==> src/logic/archimedes_io_pkg.sv <==
package archimedes_io_pkg;

	// address bits 25:22 that select I/O space
	localparam logic [3:0] IO_REGION = 4'b1100;

	// bank codes in address bits 18:16
	localparam logic [2:0] IOC_BANK = 3'd0;
	localparam logic [2:0] POD_BANK = 3'd4;
	localparam logic [2:0] LATCH_BANK = 3'd5;

	// latches only answer at this speed code (bits 20:19)
	localparam logic [1:0] LATCH_SPEED = 2'd2;

	localparam int IOC_REGS = 8;
	localparam int POD_REGS = 16;

	// drive selects are active low, so all drives start deselected
	localparam logic [7:0] LATCH_A_RST = 8'hFF;

	typedef enum logic [1:0] {
		TGT_NONE,
		TGT_IOC,
		TGT_POD,
		TGT_LATCH
	} io_target_e;

	// addr holds byte address bits 25:2
	typedef struct packed {
		logic        we;
		logic [23:0] addr;
		logic [31:0] wdata;
	} io_req_t;

	typedef struct packed {
		logic        we;
		io_target_e  target;
		logic [3:0]  index;
		logic [31:0] wdata;
	} io_cmd_t;

	typedef struct packed {
		io_target_e  target;
		logic [15:0] rdata;
	} io_rd_t;

	typedef struct packed {
		logic [31:0] rdata;
	} io_rsp_t;

	typedef struct packed {
		logic [3:0] floppy_drive;
		logic       floppy_side;
		logic       floppy_motor;
		logic       floppy_inuse;
		logic       floppy_density;
		logic       floppy_reset;
		logic [1:0] baseclk;
		logic [1:0] syncpol;
	} latch_out_t;

endpackage

==> src/logic/io_access_decode.sv <==
`timescale 1ns/10ps

module io_access_decode
	import archimedes_io_pkg::*;
(
	input  logic    clkcpu_i,
	input  logic    rst_n_i,
	input  logic    req_stb_i,
	input  io_req_t req_i,
	output logic    cmd_vld_o,
	output io_cmd_t cmd_o
);

	// field views of the word address
	logic [3:0] region;
	logic       ioc_sel;
	logic [1:0] speed;
	logic [2:0] bank;

	io_target_e target;
	logic [3:0] index;

	assign region  = req_i.addr[23:20];
	assign ioc_sel = req_i.addr[19];
	assign speed   = req_i.addr[18:17];
	assign bank    = req_i.addr[16:14];

	// the first matching decode rule wins
	always_comb begin
		target = TGT_NONE;
		index  = 4'd0;
		if (region == IO_REGION) begin
			if (ioc_sel && bank == IOC_BANK) begin
				target = TGT_IOC;
				index  = {1'b0, req_i.addr[2:0]};
			end else if (bank == POD_BANK) begin
				target = TGT_POD;
				index  = req_i.addr[3:0];
			end else if (bank == LATCH_BANK && speed == LATCH_SPEED) begin
				target = TGT_LATCH;
				index  = {2'b00, req_i.addr[1:0]};
			end
		end
	end

	always_ff @(posedge clkcpu_i) begin
		if (!rst_n_i) begin
			cmd_vld_o <= 1'b0;
		end else begin
			cmd_vld_o <= req_stb_i;
		end
	end

	always_ff @(posedge clkcpu_i) begin
		if (req_stb_i) begin
			cmd_o.we     <= req_i.we;
			cmd_o.target <= target;
			cmd_o.index  <= index;
			cmd_o.wdata  <= req_i.wdata;
		end
	end

	// every strobe carries a fully driven request
	assert property (@(posedge clkcpu_i) disable iff (!rst_n_i)
		req_stb_i |-> !$isunknown(req_i));

endmodule

==> src/logic/io_reg_bank.sv <==
`timescale 1ns/10ps

module io_reg_bank
	import archimedes_io_pkg::*;
#(
	parameter type payload_t = logic [7:0],
	parameter int  DEPTH     = IOC_REGS
) (
	input  logic       clkcpu_i,
	input  logic       rst_n_i,
	input  logic       wr_en_i,
	input  logic [3:0] idx_i,
	input  payload_t   wdata_i,
	output payload_t   rdata_o
);

	payload_t regs [DEPTH];

	always_ff @(posedge clkcpu_i) begin
		if (!rst_n_i) begin
			for (int i = 0; i < DEPTH; i++) begin
				regs[i] <= '0;
			end
		end else if (wr_en_i) begin
			regs[idx_i[$clog2(DEPTH)-1:0]] <= wdata_i;
		end
	end

	// read is combinational so a write lands before the next read
	assign rdata_o = regs[idx_i[$clog2(DEPTH)-1:0]];

	// decode must never hand this bank an index past its end
	assert property (@(posedge clkcpu_i) disable iff (!rst_n_i)
		wr_en_i |-> idx_i < DEPTH);

endmodule

==> src/logic/io_latches.sv <==
`timescale 1ns/10ps

module io_latches
	import archimedes_io_pkg::*;
(
	input  logic       clkcpu_i,
	input  logic       rst_n_i,
	input  logic       wr_en_i,
	input  logic [1:0] idx_i,
	input  logic [7:0] wdata_i,
	input  logic [4:0] joy0_i,
	input  logic [4:0] joy1_i,
	output logic [7:0] rdata_o,
	output latch_out_t latch_o,
	output logic       debug_led_o
);

	logic [7:0] latch_a;
	logic [7:0] latch_b;
	logic [7:0] latch_c;
	logic [7:0] joy_port;

	always_ff @(posedge clkcpu_i) begin
		if (!rst_n_i) begin
			latch_a <= LATCH_A_RST;
			latch_b <= 8'h00;
			latch_c <= 8'h00;
		end else if (wr_en_i) begin
			case (idx_i)
				2'd0: latch_a <= wdata_i;
				2'd1: latch_b <= wdata_i;
				2'd2: latch_c <= wdata_i;
				// joystick port ignores writes
				default: ;
			endcase
		end
	end

	// joystick lines are active low
	assign joy_port = {~joy1_i[2:0], ~joy0_i};

	always_comb begin
		case (idx_i)
			2'd0:    rdata_o = latch_a;
			2'd1:    rdata_o = latch_b;
			2'd2:    rdata_o = latch_c;
			default: rdata_o = joy_port;
		endcase
	end

	// latch A drives the floppy control lines
	assign latch_o.floppy_drive = latch_a[3:0];
	assign latch_o.floppy_side  = latch_a[4];
	assign latch_o.floppy_motor = latch_a[5];
	assign latch_o.floppy_inuse = latch_a[6];

	// latch B
	assign latch_o.floppy_density = latch_b[1];
	assign latch_o.floppy_reset   = latch_b[3];

	// latch C holds the video enhancer selects
	assign latch_o.baseclk = latch_c[1:0];
	assign latch_o.syncpol = latch_c[3:2];

	// LED lights up (goes low) only with drive 0 selected and in use
	assign debug_led_o = ~(~latch_o.floppy_inuse & ~latch_o.floppy_drive[0]);

endmodule

==> src/logic/io_execute.sv <==
`timescale 1ns/10ps

module io_execute
	import archimedes_io_pkg::*;
(
	input  logic       clkcpu_i,
	input  logic       rst_n_i,
	input  logic       cmd_vld_i,
	input  io_cmd_t    cmd_i,
	input  logic [4:0] joy0_i,
	input  logic [4:0] joy1_i,
	output logic       rd_vld_o,
	output io_rd_t     rd_o,
	output latch_out_t latch_o,
	output logic       debug_led_o
);

	logic        wr;
	logic [7:0]  ioc_rdata;
	logic [15:0] pod_rdata;
	logic [7:0]  latch_rdata;
	logic [15:0] rdata;

	assign wr = cmd_vld_i & cmd_i.we;

	io_reg_bank #(
		.payload_t (logic [7:0]),
		.DEPTH     (IOC_REGS)
	) ioc_bank (
		.clkcpu_i (clkcpu_i),
		.rst_n_i  (rst_n_i),
		.wr_en_i  (wr && cmd_i.target == TGT_IOC),
		.idx_i    (cmd_i.index),
		.wdata_i  (cmd_i.wdata[23:16]),
		.rdata_o  (ioc_rdata)
	);

	io_reg_bank #(
		.payload_t (logic [15:0]),
		.DEPTH     (POD_REGS)
	) pod_bank (
		.clkcpu_i (clkcpu_i),
		.rst_n_i  (rst_n_i),
		.wr_en_i  (wr && cmd_i.target == TGT_POD),
		.idx_i    (cmd_i.index),
		.wdata_i  (cmd_i.wdata[15:0]),
		.rdata_o  (pod_rdata)
	);

	io_latches latches (
		.clkcpu_i    (clkcpu_i),
		.rst_n_i     (rst_n_i),
		.wr_en_i     (wr && cmd_i.target == TGT_LATCH),
		.idx_i       (cmd_i.index[1:0]),
		.wdata_i     (cmd_i.wdata[23:16]),
		.joy0_i      (joy0_i),
		.joy1_i      (joy1_i),
		.rdata_o     (latch_rdata),
		.latch_o     (latch_o),
		.debug_led_o (debug_led_o)
	);

	// read source by target
	always_comb begin
		case (cmd_i.target)
			TGT_IOC:   rdata = {8'h00, ioc_rdata};
			TGT_POD:   rdata = pod_rdata;
			TGT_LATCH: rdata = {8'h00, latch_rdata};
			default:   rdata = 16'hFFFF;
		endcase
	end

	always_ff @(posedge clkcpu_i) begin
		if (!rst_n_i) begin
			rd_vld_o <= 1'b0;
		end else begin
			rd_vld_o <= cmd_vld_i;
		end
	end

	always_ff @(posedge clkcpu_i) begin
		if (cmd_vld_i) begin
			rd_o.target <= cmd_i.target;
			rd_o.rdata  <= rdata;
		end
	end

endmodule

==> src/logic/io_read_return.sv <==
`timescale 1ns/10ps

module io_read_return
	import archimedes_io_pkg::*;
(
	input  logic    clkcpu_i,
	input  logic    rst_n_i,
	input  logic    rd_vld_i,
	input  io_rd_t  rd_i,
	output logic    ack_o,
	output io_rsp_t rsp_o
);

	logic [31:0] wide;

	// byte targets use the low lane only and unmapped reads float high
	always_comb begin
		case (rd_i.target)
			TGT_IOC,
			TGT_LATCH: wide = {24'h000000, rd_i.rdata[7:0]};
			TGT_POD:   wide = {16'h0000, rd_i.rdata};
			default:   wide = 32'hFFFF_FFFF;
		endcase
	end

	always_ff @(posedge clkcpu_i) begin
		if (!rst_n_i) begin
			ack_o <= 1'b0;
		end else begin
			ack_o <= rd_vld_i;
		end
	end

	always_ff @(posedge clkcpu_i) begin
		if (rd_vld_i) begin
			rsp_o.rdata <= wide;
		end
	end

	// an acknowledged response never carries undriven data
	assert property (@(posedge clkcpu_i) disable iff (!rst_n_i)
		ack_o |-> !$isunknown(rsp_o));

endmodule

==> src/logic/archimedes_io_top.sv <==
`timescale 1ns/10ps

module archimedes_io_top
	import archimedes_io_pkg::*;
(
	input  logic       clkcpu_i,
	input  logic       rst_n_i,
	input  logic       req_stb_i,
	input  io_req_t    req_i,
	input  logic [4:0] joy0_i,
	input  logic [4:0] joy1_i,
	output logic       ack_o,
	output io_rsp_t    rsp_o,
	output latch_out_t latch_o,
	output logic       debug_led_o
);

	logic    cmd_vld;
	io_cmd_t cmd;
	logic    rd_vld;
	io_rd_t  rd;

	io_access_decode decode (
		.clkcpu_i  (clkcpu_i),
		.rst_n_i   (rst_n_i),
		.req_stb_i (req_stb_i),
		.req_i     (req_i),
		.cmd_vld_o (cmd_vld),
		.cmd_o     (cmd)
	);

	io_execute execute (
		.clkcpu_i    (clkcpu_i),
		.rst_n_i     (rst_n_i),
		.cmd_vld_i   (cmd_vld),
		.cmd_i       (cmd),
		.joy0_i      (joy0_i),
		.joy1_i      (joy1_i),
		.rd_vld_o    (rd_vld),
		.rd_o        (rd),
		.latch_o     (latch_o),
		.debug_led_o (debug_led_o)
	);

	io_read_return result (
		.clkcpu_i (clkcpu_i),
		.rst_n_i  (rst_n_i),
		.rd_vld_i (rd_vld),
		.rd_i     (rd),
		.ack_o    (ack_o),
		.rsp_o    (rsp_o)
	);

endmodule

==> config.mk <==
export PLATFORM = sky130hd
export DESIGN_NAME = archimedes_io_top
export DESIGN_NICKNAME = d
export VERILOG_FILES = /design/src/logic/archimedes_io_pkg.sv /design/src/logic/io_access_decode.sv /design/src/logic/io_reg_bank.sv /design/src/logic/io_latches.sv /design/src/logic/io_execute.sv /design/src/logic/io_read_return.sv /design/src/logic/archimedes_io_top.sv
export SDC_FILE = /design/constraint.sdc
export NUM_CORES = 1
export LEC_CHECK = 0
export BUFFER_PORTS_ARGS = -buffer_cell sky130_fd_sc_hd__buf_2
export CORE_MARGIN = 1
export CORE_UTILIZATION = 25
export CTS_CLUSTER_DIAMETER = 120
export DETAILED_ROUTE_END_ITERATION = 10
export GPL_TIMING_DRIVEN = 0
export SLEW_MARGIN = 25
export SYNTH_ARGS = -nofsm -noshare
export SYNTH_HDL_FRONTEND = slang
export SYNTH_SLANG_ARGS = --single-unit
==> constraint.sdc <==
create_clock -name clkcpu_i -period 7.4 [get_ports clkcpu_i]
set_input_delay 2.22 -clock clkcpu_i [delete_from_list [all_inputs] [get_ports clkcpu_i]]
set_output_delay 2.22 -clock clkcpu_i [all_outputs]
set_load 0.01 [all_outputs]
==> flow_metrics.env <==
export IMPL_status="finished clean"
export IMPL_area_growth_pct=17.1
export IMPL_hp_start="execute.latches.latch_a[7]"
export IMPL_multiInputGateArea_mm2=0.00595
export IMPL_p_switching_mw=1.16
export IMPL_seq_area_frac_synth_pct=64.7
export IMPL_path_cells="buf_2 -> nand3_1 -> or2_2 -> buf_2 -> buf_2 -> o21ai_1"
export IMPL_drv_slew=0
export IMPL_max_clock_freq_mhz=254
export IMPL_grt_antenna_before_repair=0
export IMPL_gp_congestion=0.908
export IMPL_grt_pass1_vias=11300
export IMPL_ioPinCount=117
export IMPL_h_tree_depth=2
export IMPL_yosysWarnings=0
export IMPL_fill_cells=7500
export IMPL_synth_top_area_share_pct=61.5
export IMPL_die_width_um=277
export IMPL_slew_headroom_pct=36.5
export IMPL_dp_hpwl_um=35900
export IMPL_p_sw_share_pct=23.0
export IMPL_cts_hold_buffers=0
export IMPL_portBuffers=96
export IMPL_ff_latch_area_mm2=0.0122
export IMPL_via_per_inst=4.52
export IMPL_hp_class="flop to flop"
export IMPL_start_util_pct=25.3
export IMPL_cts_sinks=416
export IMPL_drtIter0Drc=976
export IMPL_grt_overflow_total=0
export IMPL_final_nets=1557
export IMPL_yosysTopAreaCell="edfxtp_1"
export IMPL_p_leak_nw=8.20
export IMPL_synth_distinct_cells=38
export IMPL_placementRows=100
export IMPL_synthesis_nets=1400
export IMPL_grt_pass1_wl_um=71900
export IMPL_cts_resized=0
export IMPL_vdd_ir_drop_max_uv=122
export IMPL_slowest_delay_ns=0.77
export IMPL_synth_area_top_cells="edfxtp_1, and2_1, mux2i_1"
export IMPL_synthFlopType="edfxtp_1"
export IMPL_synth_most_common_cell="edfxtp_1"
export IMPL_drc_errors=0
export IMPL_routed_via_count=11200
export IMPL_seq_power_share_pct=53.3
export IMPL_worst_pin_slew_ns=0.946
export IMPL_core_mm2=0.0746
export IMPL_reg2reg_depth=5
export IMPL_combPwrFrac_pct=6.8
export IMPL_power_density_mw_per_mm2=227
export IMPL_syn_cell_area_mm2=0.0188
export IMPL_synth_seq_cells=416
export IMPL_cts_tree="built"
export IMPL_wl_per_cell_um=19.7
export IMPL_clock_latency_ns=0.56
export IMPL_max_cap_viol_count=0
export IMPL_synth_common_cells="edfxtp_1, and2_1, mux2i_1"
export IMPL_synthArstFlopShare_pct=0
export IMPL_netlist_instances=1330
export IMPL_cts_path_max_buffers=3
export IMPL_min_period_ns=3.93
export IMPL_min_period_over_period_pct=53.2
export IMPL_startpoint_type="primary input"
export IMPL_final_hold_viol_count=0
export IMPL_synth_edff_count=386
export IMPL_numCtsBuffers=43
export IMPL_post_cts_buffers=0
export IMPL_syn_area_per_cell_um2=14.2
export IMPL_path_clk_slew_ns=0.06
export IMPL_design_die_area_mm2=0.0765
export IMPL_rsz0062_at_grt="no"
export IMPL_slowest_stage="o21ai_1"
export IMPL_crit_type="primary input to flop"
export IMPL_skew_ns=0.0147
export IMPL_drive_above_1_share_pct=22.0
export IMPL_critPathMostFrequentCell="buf_2"
export IMPL_end_kind="flop"
export IMPL_cts_root_buf="clkbuf_16"
export IMPL_final_setup_tns_ns=0
export IMPL_cp_required_ns=7.58
export IMPL_p_int_mw=3.86
export IMPL_grt_max_degree=36
export IMPL_antennaDiodeCount=0
export IMPL_ff2ff_setup_slack_ns=4.31
export IMPL_postRouteAntennaNets=0
export IMPL_routed_wl_um=49000
export IMPL_setup_viol_count_final=0
export IMPL_worstPathMaxFanout=10
export IMPL_whs_path_depth=2
export IMPL_rr_startpoint="decode.cmd_vld_o"
export IMPL_r2r_end="execute.ioc_bank.regs[4][0]"
export IMPL_dr_pass1_iters=5
export IMPL_die_h_um=277
export IMPL_power_total_mw=5.02
export IMPL_hold_end="execute.latches.latch_a[7]"
export IMPL_p_clk_share_pct=39.9
export IMPL_crit_arrival_ns=4.11
export IMPL_grtUsageTotal_pct=12.6
[how the worst max path moves through the flow]
stage             from                      endpoint  slack [ns]  depth (start not counted)
5_1_grt        rst_n_i   execute.ioc_bank.regs[5][7]        3.36                          6
3_5_place_dp   rst_n_i   execute.ioc_bank.regs[4][1]        2.87                          6
2_1_floorplan  rst_n_i   execute.pod_bank.regs[3][0]        2.84                          5
3_3_place_gp   rst_n_i  execute.pod_bank.regs[8][10]        1.36                          6
4_1_cts        rst_n_i   execute.ioc_bank.regs[4][7]        3.46                          6
6_report       rst_n_i   execute.ioc_bank.regs[4][0]        3.47                          6
[cell type report]
cell class | instances | share of cell area [%]
plain buffers | 126 | 3.18
clock buffers | 55 | 5.26
clock inverters | 20 | 0.505
inverters | 18 | 0.306
multi-input cells | 770 | 27.0
flip-flops and latches | 416 | 55.3
well taps | 969 | 5.50
repair buffers | 112 | 3.02
[flip-flops by register name, summed over array words and instances, names as in the netlist, named ones only]
name / count
execute.latches.latch_b: 8
execute.pod_bank.regs: 256
decode.cmd_vld_o: 1
execute.rd_vld_o: 1
execute.latches.latch_c: 8
execute.ioc_bank.regs: 64
decode.cmd_o: 31
result.ack_o: 1
execute.latches.latch_a: 8
execute.rd_o: 18
result.rsp_o: 17
[routing by layer]
| metal | track usage [%] | routed length, µm | vias to the layer above |
|---|---|---|---|
| li1 | - | - | 5116 |
| met1 | 16.3 | 20500 | 5639 |
| met2 | 21.4 | 24000 | 384 |
| met3 | 1.66 | 2800 | 91 |
| met4 | 4.97 | 1760 | 0 |
| met5 | 0 | 0 | - |
[cells by family (layout without fill, tap and decap cells)]
kind of cell | after synthesis | after routing | synth area share (%)
simple gates | 484 | 484 | 15.7
flops | 416 | 416 | 64.7
buf+inv | 144 | 331 | 4.08
mux | 163 | 163 | 10.9
compound gates | 123 | 123 | 4.61
[cells in the final DEF, fill, tap and decap left out, types with 22 or more instances in the layout]
cell and n:
buf_2 112, nand2_1 39, mux2i_1 112, edfxtp_1 386, clkbuf_1 67, and2_1 326, nand3_1 27, mux4_2 32
buf_4 42, clkbuf_16 43, dfxtp_1 30, buf_6 22, nor2b_1 30, a22oi_1 40
[metrics by stage]
step | cells | util, % | setup slack [ns] | hold WS, ns | instance area [µm²]
2_1_floorplan | 1330 | - | 2.84 | 0.421 | 18800
3_3_place_gp | 2395 | 27.5 | 1.36 | 0.462 | 20500
3_5_place_dp | 2411 | 27.9 | 2.87 | 0.477 | 20800
4_1_cts | 2486 | 29.6 | 3.46 | 0.492 | 22100
5_1_grt | 2486 | 29.6 | 3.36 | 0.512 | 22100
6_report | 2486 | 29.6 | 3.47 | 0.494 | 22100
[power by group through the flow]
stage | sequential (mW) | clock [mW] | combinational [mW]
6_report | 2.68 | 2.00 | 0.339
5_1_grt | 2.69 | 2.12 | 0.362
4_1_cts | 2.68 | 2.04 | 0.339
3_5_place_dp | 2.73 | 0 | 0.338
3_3_place_gp | 2.73 | 0 | 0.319
2_1_floorplan | 2.71 | 0 | 0.193
[worst max-delay path, delay by kind of cell]
| kind | cells | cell delay [ns] |
|---|---|---|
| AO/OA/AOI/OAI | 1 | 0.77 |
| AND/OR/NAND/NOR | 2 | 0.54 |
| buffers and inverters | 3 | 0.57 |
Note: power is estimated with default switching activity, not from simulation.
